### config.mk
export PLATFORM = sky130hd
export DESIGN_NAME = pipeCtrl
export DESIGN_NICKNAME = d
export VERILOG_FILES = /design/src/source/pipePkg.sv /design/src/source/forwardUnit.sv /design/src/source/hazardUnit.sv /design/src/source/pipeCtrl.sv
export SDC_FILE = /design/constraint.sdc
export NUM_CORES = 1
export LEC_CHECK = 0
export ABC_AREA = 1
export BUFFER_PORTS_ARGS = -buffer_cell sky130_fd_sc_hd__buf_4
export CAP_MARGIN = 20
export CELL_PAD_IN_SITES_DETAIL_PLACEMENT = 0
export CELL_PAD_IN_SITES_GLOBAL_PLACEMENT = 1
export CORE_MARGIN = 8
export CORE_UTILIZATION = 32
export DETAILED_ROUTE_END_ITERATION = 10
export PLACE_DENSITY_LB_ADDON = 0.1
export SLEW_MARGIN = 20
export SYNTH_ARGS = -nofsm -noshare
export SYNTH_HDL_FRONTEND = slang
export SYNTH_HIERARCHICAL = 1
export SYNTH_SLANG_ARGS = --single-unit
### constraint.sdc
create_clock -name clk -period 2.8 [get_ports clk]
set_input_delay 0.42 -clock clk [delete_from_list [all_inputs] [get_ports clk]]
set_output_delay 0.42 -clock clk [all_outputs]
set_load 0.01 [all_outputs]
### src/source/pipePkg.sv
////////////////////////////////////////
// shared widths and control types of the pipeline control block
// an all-zero stage value is a bubble in every stage
////////////////////////////////////////
package pipePkg;

	// 32 architectural registers
	localparam int regAddrWidth = 5;

	// register address as seen by the hazard logic
	// address zero is hardwired and never needs a bypass
	typedef logic [regAddrWidth-1:0] regAddr_t;

	// control fields that one instruction carries through the back end
	typedef struct packed {
		// result goes back to the register file
		logic regWrite;
		// result comes from data memory (load)
		logic memToReg;
		// store to data memory
		logic memWrite;
		// first source operand
		regAddr_t rs;
		// second source operand
		regAddr_t rt;
		// destination register
		regAddr_t writeReg;
	} stageCtrl_t;

	// empty slot loaded on reset and on an Execute flush
	localparam stageCtrl_t ctrlBubble = '0;

	// control flow of the instruction sitting in Decode
	typedef struct packed {
		// conditional branch
		logic branch;
		logic jump;
		logic jalr;
		// comparator says the branch in Decode is taken
		logic brTaken;
	} branchInfo_t;

	// operand source of the Execute ALU inputs
	typedef enum logic [1:0] {
		// plain register file value
		fwdNone = 2'b00,
		// result of the instruction in Writeback
		fwdW    = 2'b01,
		// ALU result of the instruction in Memory
		fwdM    = 2'b10
	} fwdSel_t;

	// all bypass selects toward the datapath
	typedef struct packed {
		// Decode operands for the early branch compare
		logic    forwardAD;
		logic    forwardBD;
		// Execute operands
		fwdSel_t forwardAE;
		fwdSel_t forwardBE;
	} forward_t;

	// stall and flush commands toward the pipeline registers
	typedef struct packed {
		logic stallF;
		logic stallD;
		logic flushD;
		logic flushE;
		// holds Execute, Memory and Writeback together
		logic stallBack;
		// a load or store occupies Memory
		logic memAccessM;
	} hazardCmd_t;

endpackage

### src/source/forwardUnit.sv
////////////////////////////////////////
// bypass selects from register address matches
// Memory wins over Writeback and r0 never forwards
////////////////////////////////////////
module forwardUnit (
	// instruction in Decode
	input  pipePkg::stageCtrl_t ctrlD,
	// instructions in flight
	input  pipePkg::stageCtrl_t ctrlE,
	input  pipePkg::stageCtrl_t ctrlM,
	input  pipePkg::stageCtrl_t ctrlW,
	// selects toward the operand muxes
	output pipePkg::forward_t   fwd
);

	// src is a live operand that the given stage is about to write
	function automatic logic writesSrc(
		input pipePkg::regAddr_t   src,
		input pipePkg::stageCtrl_t stage
	);
		logic live;
		// r0 always reads as zero so it never depends on anything
		live = (src != '0);
		return live && (src == stage.writeReg) && stage.regWrite;
	endfunction

	// Execute operand source with Memory ahead of Writeback
	function automatic pipePkg::fwdSel_t selExec(
		input pipePkg::regAddr_t   src,
		input pipePkg::stageCtrl_t m,
		input pipePkg::stageCtrl_t w
	);
		pipePkg::fwdSel_t sel;
		if (writesSrc(src, m)) begin
			// youngest producer holds the newest value
			sel = pipePkg::fwdM;
		end else if (writesSrc(src, w)) begin
			sel = pipePkg::fwdW;
		end else begin
			sel = pipePkg::fwdNone;
		end
		return sel;
	endfunction

	// ex to ex and mem to ex bypass
	always_comb begin
		fwd.forwardAE = selExec(ctrlE.rs, ctrlM, ctrlW);
		fwd.forwardBE = selExec(ctrlE.rt, ctrlM, ctrlW);
	end

	// Decode operands for the branch comparator
	// only the Memory ALU result is routed back to Decode
	// a producer still in Execute is handled by the branch stall instead
	always_comb begin
		fwd.forwardAD = writesSrc(ctrlD.rs, ctrlM);
		fwd.forwardBD = writesSrc(ctrlD.rt, ctrlM);
	end

endmodule

### src/source/hazardUnit.sv
////////////////////////////////////////
// stall and flush commands for the five-stage pipe
// branches resolve in Decode and loads return in Writeback
////////////////////////////////////////
module hazardUnit (
	// instruction in Decode
	input  pipePkg::stageCtrl_t  ctrlD,
	// instructions in Execute and Memory
	input  pipePkg::stageCtrl_t  ctrlE,
	input  pipePkg::stageCtrl_t  ctrlM,
	// control flow of the Decode instruction
	input  pipePkg::branchInfo_t brInfoD,
	// data memory not ready
	input  logic                 dWait,
	// commands toward the pipeline registers
	output pipePkg::hazardCmd_t  cmd
);

	// load or store sitting in Memory
	logic memAccess;
	// data memory back-pressure
	logic memStall;
	// Execute destination matches a Decode source
	logic hitE;
	// Memory destination matches a Decode source
	logic hitM;
	// Decode instruction reads registers for its control flow
	logic brDep;
	// load result needed by the very next instruction
	logic loadUseStall;
	// branch or jalr operand not yet available in Decode
	logic branchStall;
	// any reason to freeze fetch and decode
	logic anyStall;
	// Decode redirects fetch this cycle
	logic redirect;

	// destination compares against both Decode sources
	// r0 is not excluded here so a write to r0 still stalls
	always_comb begin
		hitE = (ctrlE.writeReg == ctrlD.rs) || (ctrlE.writeReg == ctrlD.rt);
		hitM = (ctrlM.writeReg == ctrlD.rs) || (ctrlM.writeReg == ctrlD.rt);
	end

	// memory side
	always_comb begin
		memAccess = ctrlM.memToReg | ctrlM.memWrite;
		// only an access in flight waits on the memory
		memStall = dWait & memAccess;
	end

	// data hazards that bypassing cannot cover
	always_comb begin
		// load in Execute followed by a consumer in Decode
		loadUseStall = ctrlE.memToReg & hitE;

		// jump needs no register so it never waits here
		brDep = brInfoD.branch | brInfoD.jalr;

		// any writer in Execute is too late for the Decode compare
		// a load in Memory only has data in Writeback
		branchStall = brDep & ((ctrlE.regWrite & hitE) | (ctrlM.memToReg & hitM));

		anyStall = loadUseStall | branchStall | memStall;
	end

	// control flow redirect out of Decode
	always_comb begin
		// branch and jalr are not evaluated until their operands are ready
		// comparator result only counts for a conditional branch
		// jump has no operand so it always redirects
		redirect = (brInfoD.branch & brInfoD.brTaken & ~branchStall)
			| brInfoD.jump
			| (brInfoD.jalr & ~branchStall);
	end

	// command outputs
	// a register is never held and flushed in the same cycle
	// so the flushes give way to the memory stall
	always_comb begin
		cmd.stallF     = anyStall;
		cmd.stallD     = anyStall;
		// wrong path instruction in Decode
		cmd.flushD     = redirect & ~memStall;
		// bubble into Execute while Decode waits
		cmd.flushE     = (loadUseStall | branchStall) & ~memStall;
		// whole back end waits on the data memory
		cmd.stallBack  = memStall;
		cmd.memAccessM = memAccess;
	end

endmodule

### src/source/pipeCtrl.sv
////////////////////////////////////////
// Execute, Memory and Writeback control registers with hazard logic
// fwd and cmd are combinational from ctrlD, brInfoD and dWait
////////////////////////////////////////
module pipeCtrl (
	input  logic                 clk,
	// synchronous, active low
	input  logic                 rstN,
	// data memory not ready
	input  logic                 dWait,
	// decoded control of the instruction in Decode
	input  pipePkg::stageCtrl_t  ctrlD,
	// branch, jump and jalr of the instruction in Decode
	input  pipePkg::branchInfo_t brInfoD,
	// bypass selects toward the datapath
	output pipePkg::forward_t    fwd,
	// stall and flush commands toward the datapath
	output pipePkg::hazardCmd_t  cmd,
	// registered stage contents
	output pipePkg::stageCtrl_t  ctrlE,
	output pipePkg::stageCtrl_t  ctrlM,
	output pipePkg::stageCtrl_t  ctrlW
);

	// back end moves forward this cycle
	logic advance;
	// value Execute takes on the next edge
	pipePkg::stageCtrl_t nextE;

	// the whole back end holds as one on a memory wait
	assign advance = ~cmd.stallBack;

	// Decode instruction or a bubble when Decode is held back
	always_comb begin
		if (cmd.flushE) begin
			nextE = pipePkg::ctrlBubble;
		end else begin
			nextE = ctrlD;
		end
	end

	// Execute control register
	always_ff @(posedge clk) begin
		if (!rstN) begin
			ctrlE <= pipePkg::ctrlBubble;
		end else if (advance) begin
			ctrlE <= nextE;
		end
	end

	// Memory control register
	always_ff @(posedge clk) begin
		if (!rstN) begin
			ctrlM <= pipePkg::ctrlBubble;
		end else if (advance) begin
			ctrlM <= ctrlE;
		end
	end

	// Writeback control register
	// last stage so a held value simply repeats its write
	always_ff @(posedge clk) begin
		if (!rstN) begin
			ctrlW <= pipePkg::ctrlBubble;
		end else if (advance) begin
			ctrlW <= ctrlM;
		end
	end

	// operand bypass from the registered stages
	forwardUnit u_forwardUnit (
		.ctrlD (ctrlD),
		.ctrlE (ctrlE),
		.ctrlM (ctrlM),
		.ctrlW (ctrlW),
		.fwd   (fwd)
	);

	// stalls and flushes
	// Writeback never blocks Decode so it is not needed here
	hazardUnit u_hazardUnit (
		.ctrlD   (ctrlD),
		.ctrlE   (ctrlE),
		.ctrlM   (ctrlM),
		.brInfoD (brInfoD),
		.dWait   (dWait),
		.cmd     (cmd)
	);

endmodule

==> metrics.cfg, run 1 <==
[run_status]
status=finished clean

[logic_synthesis]
avgSynthCellArea_um2=6.07
yosysWarnings=6
yosysUniqueCellTypes=25
yosys.area.top_type_share_pct=36.7
yosysTopAreaCell=dfxtp_1
syn_area_mm2=0.00294
syn_nets=510
synthTopCellsByCount=nand2_1, nor2_1, dfxtp_1, inv_1, o21ai_0
synth_enable_flop_cells=0
synth_async_sr_flop_share_pct=0
seq_area_frac_synth_pct=36.7
syn_inst=485
ys.flop_type=dfxtp_1
yosys-top-cells-area=dfxtp_1, nand2_1, nor2_1
ys_ff_latch=54
yosysMostFrequentCell=nand2_1

[timing]
maxSlewHeadroom_pct=56.0
skew_ns=0.00693
post-route-period-util_pct=90.1
finalSetupTns_ns=0
holdWs_ns=0.354
fin_crit_ns=2.52
drv_slew=0
rsz0062_at_grt=false
max_freq_ghz=0.397
final-setup-viol-count=0
finalHoldViolCount=0
tightest_slew_ns=0.659

[layout]
syn_to_final_growth_pct=26.7
layout.nets=589
fill_cells=1015
drive_gt1_share_pct=21.4
antennaDiodeCount=0

[critical_path]
crit_fanout=12
reg2reg_depth=13
required_ns=2.38
critPathLaunchType=flop
endpoint_kind=output port
worst-setup-path-type=reg2out
reg2reg_to=ctrlE[5]
reg2reg_from=ctrlM[2]
critical_path_arrival_ns=2.10
crit_start=ctrlM[2]
reg2reg_setup_slack_ns=0.76

[global_routing]
grt_pass1_wl_um=15300
antenna_found_initial=0
grt_overflow=0
grt_max_degree=38
grt.total_usage_pct=14.9
grt_pass1_vias=2996

[min_path]
holdCritPathClass=in2reg
whs_path_depth=3
whs_endpoint=ctrlE[16]
hold_start=ctrlD[16]

[run]
maxCapViolCount=0

[clocking]
cts.sinks=54
clock-root-buffer=clkbuf_8
cts_max_level=2
cts-resized-gates=0
cts_hold_buf=0
clk_latency_ns=0.32
cts_buffers=5
clock_path_buffers=2
postCtsSetupRepairBufs=0
cts.clk_slew.worst_paths_ns=0.10
tritoncts=yes

[floorplan]
initial_core_util_pct=32.5
dieArea_mm2=0.0125
die_y_um=112
ioPinCount=91
die_w_um=112
fp.coreArea_mm2=0.00906
rows=35

[route]
postRouteAntennaNets=0
drc=0
wl_per_cell_um=14.0
drt-total-wl_um=9480
dr.pass1.iters=4
dr_total_vias=3072
viasPerCell=4.54
drt_iter0_drc=147

[power]
power_density_mw_per_mm2=531
p_leak_nw=1.97
ir_worst_vdd_mv=0.199

[place]
port_buffers=90
dp_hpwl_um=6950
gp_congestion=0.833

[flip-flops by register name, summed over array words and instances, names as in the netlist]
register,cells
ctrlM,18
ctrlE,18
ctrlW,18
[final cells by class]
cell class	count	area (um^2)	area share (%)
Inverter	53	199	5.33
Clock buffer	5	68.8	1.85
Multi-Input combinational cell	359	1540	41.2
Tap cell	111	139	3.72
Clock inverter	3	23.8	0.637
Sequential cell	54	1080	29.0
Timing Repair Buffer	91	683	18.3
[logic make-up after synthesis]
kind of cell / after synthesis / synth area share, %
AOI/OAI and AO/OA: 68 / 11.8
buffers and inverters: 72 / 11.1
DFF: 54 / 36.7
xor gates and xnor gates: 6 / 1.78
and+or+nand+nor: 285 / 38.6
[metal layers]
layer,global-route usage (%),vias up,share of wire (%)
met5,0,-,0
met1,17.8,1358,46
met3,2.49,11,3.6
li1,-,1636,-
met2,26.7,67,49
met4,4.19,0,1.5
[how the worst max path moves through the flow]
stage,endpoint,slack (ns),depth (start not counted)
2_1_floorplan,ctrlE[10],0.97,14
3_3_place_gp,cmd[2],0.63,11
3_5_place_dp,cmd[2],0.61,11
4_1_cts,cmd[2],0.25,11
5_1_grt,cmd[2],0.07,11
6_report,cmd[2],0.28,11
[critical path: stages (launching register included)]
cell     delay (ns)
dfxtp_1        0.69
inv_1          0.08
nand2_1        0.08
nand2_1        0.05
nor2_1         0.08
nand3_1        0.08
nand2_1        0.10
nand2_2        0.06
nand2_2        0.07
nand2_2        0.05
a21oi_2        0.26
buf_4          0.18
[placed cells by master, fill, tap and decap left out, types with 2 or more instances in the layout]
cell type and count:
nand3_1 11, xnor2_1 5, clkinvlp_4 2, o21ai_0 41
nor2_2 3, inv_2 10, a21oi_1 25, nand2_2 6
clkbuf_8 5, inv_1 43, nor2_1 108, nand2_1 151
dfxtp_1 54, nand4_1 2, buf_4 91
[metrics by stage]
step	area (um^2)	setup WS (ns)	utilization (%)	power, mW	cells
floorplan	2940	0.972	-	1.29	485
global placement	3640	0.627	40.1	1.54	668
detailed placement	3640	0.613	40.1	1.54	668
CTS	3730	0.246	41.1	2.02	676
global route	3730	0.0724	41.1	2.11	676
finish	3730	0.278	41.1	1.98	676
[power by group]
group          switching (mW)  internal, mW  leakage [nW]  total [mW]
Sequential              0.101         0.843         0.445       0.944
Combinational           0.323         0.246          1.49       0.569
Clock                   0.289         0.180        0.0408       0.469
Power figures use the tool's default switching activity.
==> run 2, diff against run 1 <==
==> constraint.sdc (replaced) <==
create_clock -name clk -period 2.8 [get_ports clk]
set_input_delay 0.56 -clock clk [delete_from_list [all_inputs] [get_ports clk]]
set_output_delay 0.56 -clock clk [all_outputs]
set_load 0.01 [all_outputs]
==> metrics.cfg, run 2 (synthesized netlist as in run 1, its figures left out) <==
[route]
drc=0  ; unchanged
postRouteAntennaNets=0  ; unchanged
wl_per_cell_um=14.1  ; +0.57%
viasPerCell=4.57  ; +0.56%
drt_iter0_drc=125  ; -15%
dr.pass1.iters=4  ; unchanged
drt-total-wl_um=9610  ; +1.3%
dr_total_vias=3112  ; +1.3%

[critical_path]
slowest_delay_ns=0.48  ; -0.21 ns
cp_slowest_cell=dfxtp_1
endpoint_kind=output port
worst-path-buf-inv=2  ; unchanged
worst-setup-path-type=reg2out
cpMostUsedCell=nand2_2
crit_fanout=6  ; -6
critical_path_arrival_ns=1.92  ; -0.18 ns
worstPathCellList=inv_1 -> nand2_1 -> nand2_1 -> nor2_1 -> nand3_1 -> nand2_2 -> nand2_2 -> nand2_2 -> nand2_2 -> a21oi_2 -> buf_4
critPathLaunchType=flop
required_ns=2.24  ; -0.14 ns
cp_top_family=simple AND/OR/NAND/NOR gates

[clocking]
cts.clk_slew.worst_paths_ns=0.11  ; about the same
clk_latency_ns=0.31  ; about the same
cts.sinks=54  ; unchanged
tritoncts=yes
cts_hold_buf=0  ; unchanged
clock_path_buffers=2  ; unchanged
cts-resized-gates=0  ; unchanged
cts_buffers=5  ; unchanged
clock-root-buffer=clkbuf_8
postCtsSetupRepairBufs=0  ; unchanged
cts_max_level=2  ; unchanged

[layout]
final_cell_mix=nand2_1, nor2_1, buf_4
drive_gt1_share_pct=22.3  ; +0.86 points
antennaDiodeCount=0  ; unchanged
syn_to_final_growth_pct=28.2
final_common_cell=nand2_1
top_regs=ctrlE x18, ctrlM x18, ctrlW x18
layout.nets=594  ; +0.85%

[global_routing]
grt_max_degree=38  ; unchanged
grt_pass1_wl_um=15500  ; +1.5%
antenna_found_initial=0  ; unchanged
grt.total_usage_pct=15.2  ; +0.30 points
grt_pass1_vias=3022  ; +0.87%
grt_overflow=0  ; unchanged

[place]
port_buffers=90  ; unchanged
dp_hpwl_um=7130  ; +2.7%
gp_congestion=0.852  ; +2.3%
pre_cts_ws_ns=0.433  ; -0.180 ns

[floorplan]
ioPinCount=91  ; unchanged
fp.coreArea_mm2=0.00906  ; unchanged
die_y_um=112  ; unchanged
initial_core_util_pct=32.5  ; unchanged
die_w_um=112  ; unchanged
dieArea_mm2=0.0125  ; unchanged
rows=35  ; unchanged

[timing]
holdWs_ns=0.488  ; +0.135 ns
tightest_slew_ns=0.657  ; -0.00215 ns
finalHoldViolCount=0  ; unchanged
post-route-period-util_pct=88.5  ; -1.6 points
skew_ns=0.00918  ; +0.00225 ns
drv_slew=0  ; unchanged
fin_crit_ns=2.48  ; -0.0437 ns
finalWorstSetupSlack_ns=0.322  ; +0.0437 ns
rsz0062_at_grt=false
finalSetupTns_ns=0  ; unchanged
maxSlewHeadroom_pct=56.1  ; +0.14 points
final-setup-viol-count=0  ; unchanged
max_freq_ghz=0.404  ; +1.8%

[run]
maxCapViolCount=0  ; unchanged

[run_status]
status=finished clean

[power]
ir_worst_vdd_mv=0.205  ; +2.6%
p_leak_nw=2.01  ; +1.9%
power_density_mw_per_mm2=531  ; about the same

[min_path]
holdCritPathClass=reg2reg

run 2: power by group:
part	total (mW)	switching [mW]	internal (mW)
Sequential	0.936	0.0920	0.844
Combinational	0.589	0.335	0.254
Clock	0.480	0.292	0.188
Total	2.00	0.719	1.29
run 2: metal layers:
layer	track usage (%)	part of all wire (%)	vias up
met2	27.8	50	63
li1	-	-	1648
met5	0	0	-
met1	17.4	44	1389
met4	4.10	1.8	0
met3	3.08	3.8	12
run 2: tightest hold or removal path, stage by stage (launching register included):
cell and delay (ns):
dfxtp_1 0.33, nand2_1 0.06, a21oi_1 0.05
run 2: layout make-up:
type	count	area, um^2
clock buffers	5	68.8
well taps	111	139
inverters	53	199
flip-flops and latches	54	1080
fillers	1006	5290
multi-input cells	359	1540
repair buffers	96	721
clock inverters	3	28.8
run 2: worst paths after layout:
kind | startpoint | endpoint | slack, ns | depth (start not counted)
worst min-delay path | ctrlE[15] | ctrlE[15] | 0.49 | 2
worst max register to register | ctrlM[16] | ctrlM[4] | 0.85 | 7
worst min register to register | ctrlE[15] | ctrlE[15] | 0.49 | 2
worst max-delay path | ctrlE[1] | cmd[2] | 0.32 | 11
run 2: per-stage QoR:
step	std cells	area, um^2	utilization (%)	power, mW
global route	681	3770	41.6	2.15
global placement	673	3670	40.5	1.55
CTS	681	3770	41.6	2.04
finish	681	3770	41.6	2.00
detailed placement	673	3670	40.5	1.55
floorplan	485	2940	-	1.29
==> run 3, diff against run 2 <==
==> constraint.sdc (replaced) <==
create_clock -name clk -period 2.68 [get_ports clk]
set_input_delay 0.536 -clock clk [delete_from_list [all_inputs] [get_ports clk]]
set_output_delay 0.536 -clock clk [all_outputs]
set_load 0.01 [all_outputs]
==> metrics.cfg, run 3 (synthesized netlist as in run 1, its figures left out) <==
[run_status]
status=finished clean

[route]
dr.pass1.iters=4  ; unchanged
drt-total-wl_um=9670  ; +0.65%
dr_total_vias=3119  ; +0.22%
viasPerCell=4.57  ; about the same
postRouteAntennaNets=0  ; unchanged
wl_per_cell_um=14.2  ; +0.50%
drc=0  ; unchanged
drt_iter0_drc=206  ; +65%

[floorplan]
rows=35  ; unchanged
initial_core_util_pct=32.5  ; unchanged
fp.coreArea_mm2=0.00906  ; unchanged
ioPinCount=91  ; unchanged
dieArea_mm2=0.0125  ; unchanged
die_w_um=112  ; unchanged
die_y_um=112  ; unchanged

[timing]
rsz0062_at_grt=false
final-setup-viol-count=0  ; unchanged
finalSetupTns_ns=0  ; unchanged
maxSlewHeadroom_pct=53.7  ; -2.4 points
tightest_slew_ns=0.694  ; +0.0366 ns
post-route-period-util_pct=90.9
drv_slew=0  ; unchanged
finalHoldViolCount=0  ; unchanged
max_freq_ghz=0.410
fin_crit_ns=2.44
skew_ns=0.00900  ; -0.000183 ns

[global_routing]
grt_overflow=0  ; unchanged
grt_pass1_vias=3024  ; +0.066%
antenna_found_initial=0  ; unchanged
grt.total_usage_pct=15.2  ; +0.026 points
grt_max_degree=38  ; unchanged
grt_pass1_wl_um=15600  ; +0.54%

[critical_path]
crit_start=ctrlE[3]
endpoint_kind=output port
required_ns=2.14  ; -0.10 ns
worst-setup-path-type=reg2out
reg2reg_depth=7  ; unchanged
reg2reg_to=ctrlW[17]
critical_path_arrival_ns=1.90  ; -0.02 ns
critPathLaunchType=flop
crit_fanout=6  ; unchanged
reg2reg_setup_slack_ns=0.72  ; -0.13 ns
critical_path.endpoint=cmd[2]
reg2reg_from=ctrlM[16]

[power]
power_density_mw_per_mm2=554  ; +4.3%
p_leak_nw=2.01  ; +0.22%
ir_worst_vdd_mv=0.241  ; +18%

[layout]
layout.nets=595  ; +0.17%
final_cell_mix=nand2_1, nor2_1, buf_4
syn_to_final_growth_pct=28.4
final_common_cell=nand2_1
drive_gt1_share_pct=22.2  ; -0.039 points
instances_no_fill=682  ; +0.15%
top_regs=ctrlE x18, ctrlM x18, ctrlW x18
antennaDiodeCount=0  ; unchanged

[clocking]
postCtsSetupRepairBufs=0  ; unchanged
clock_path_buffers=2  ; unchanged
clock-root-buffer=clkbuf_8
cts_hold_buf=0  ; unchanged
clk_latency_ns=0.32  ; about the same
cts-resized-gates=0  ; unchanged
tritoncts=yes
cts_max_level=2  ; unchanged
cts.clk_slew.worst_paths_ns=0.10  ; about the same
cts_buffers=5  ; unchanged
cts.sinks=54  ; unchanged

[place]
place_inst=674  ; +0.15%
gp_congestion=0.844  ; -0.94%
dp_hpwl_um=7120  ; -0.14%
port_buffers=90  ; unchanged

[run]
maxCapViolCount=0  ; unchanged

[min_path]
holdCritPathClass=in2reg

==> run 3: cell types whose count changed in the layout (fill, tap and decap cells not counted) <==
cell / before / now
buf_4: 96 / 97
dfxtp_1: 53 / 54
dfxtp_2: 1 / 0
clkinv_4: 1 / 2
inv_6: 1 / 0
==> run 3: cell type report <==
| class | count | area, um^2 |
|---|---|---|
| Sequential cell | 54 | 1080 |
| Fill cell | 1000 | 5290 |
| Multi-Input combinational cell | 359 | 1540 |
| Timing Repair Buffer | 97 | 728 |
| Clock inverter | 3 | 28.8 |
| Tap cell | 111 | 139 |
| Clock buffer | 5 | 68.8 |
| Inverter | 53 | 199 |
==> run 3: where the power goes <==
part / switching, mW / leakage (nW) / internal [mW]
clock network: 0.304 / 0.0502 / 0.195
registers: 0.0945 / 0.445 / 0.881
logic: 0.354 / 1.52 / 0.267
total: 0.752 / 2.01 / 1.34
==> run 3: layer usage <==
| metal | share of wire (%) | vias up | track usage, % | wire length, um |
|---|---|---|---|---|
| li1 | - | 1642 | - | - |
| met3 | 3.8 | 4 | 2.60 | 366 |
| met4 | 0.55 | 0 | 3.28 | 53 |
| met5 | 0 | - | 0 | 0 |
| met1 | 45 | 1405 | 17.6 | 4320 |
| met2 | 51 | 68 | 28.3 | 4930 |
==> run 3: critical path, cell delays in order (launching register included) <==
cell	delay [ns]
dfxtp_1	0.46
inv_1	0.08
nand2_1	0.06
nand2_1	0.04
nor2_1	0.12
nand3_1	0.10
nand2_2	0.10
nand2_2	0.06
nand2_2	0.06
nand2_2	0.05
a21oi_2	0.26
buf_4	0.18
==> run 3: how the worst min path moves through the flow <==
| stage | slack [ns] | end | depth (start not counted) | from |
|---|---|---|---|---|
| after global placement | 0.46 | ctrlW[7] | 2 | ctrlW[7] |
| after floorplan | 0.50 | ctrlE[15] | 2 | ctrlE[15] |
| after CTS | 0.46 | ctrlE[1] | 3 | ctrlD[1] |
| after detailed placement | 0.47 | ctrlW[7] | 2 | ctrlW[7] |
| final | 0.47 | ctrlE[17] | 3 | ctrlD[17] |
| after global routing | 0.47 | ctrlE[17] | 3 | ctrlD[17] |
==> run 3: per-stage QoR <==
step | utilization [%] | power (mW) | hold slack (ns) | setup WS [ns] | cell area, um^2
global placement | 40.6 | 1.62 | 0.463 | 0.377 | 3680
floorplan | - | 1.35 | 0.496 | 0.738 | 2940
finish | 41.7 | 2.09 | 0.470 | 0.243 | 3780
CTS | 41.7 | 2.13 | 0.461 | 0.203 | 3780
global route | 41.7 | 2.24 | 0.467 | 0.0760 | 3780
detailed placement | 40.6 | 1.63 | 0.475 | 0.364 | 3680
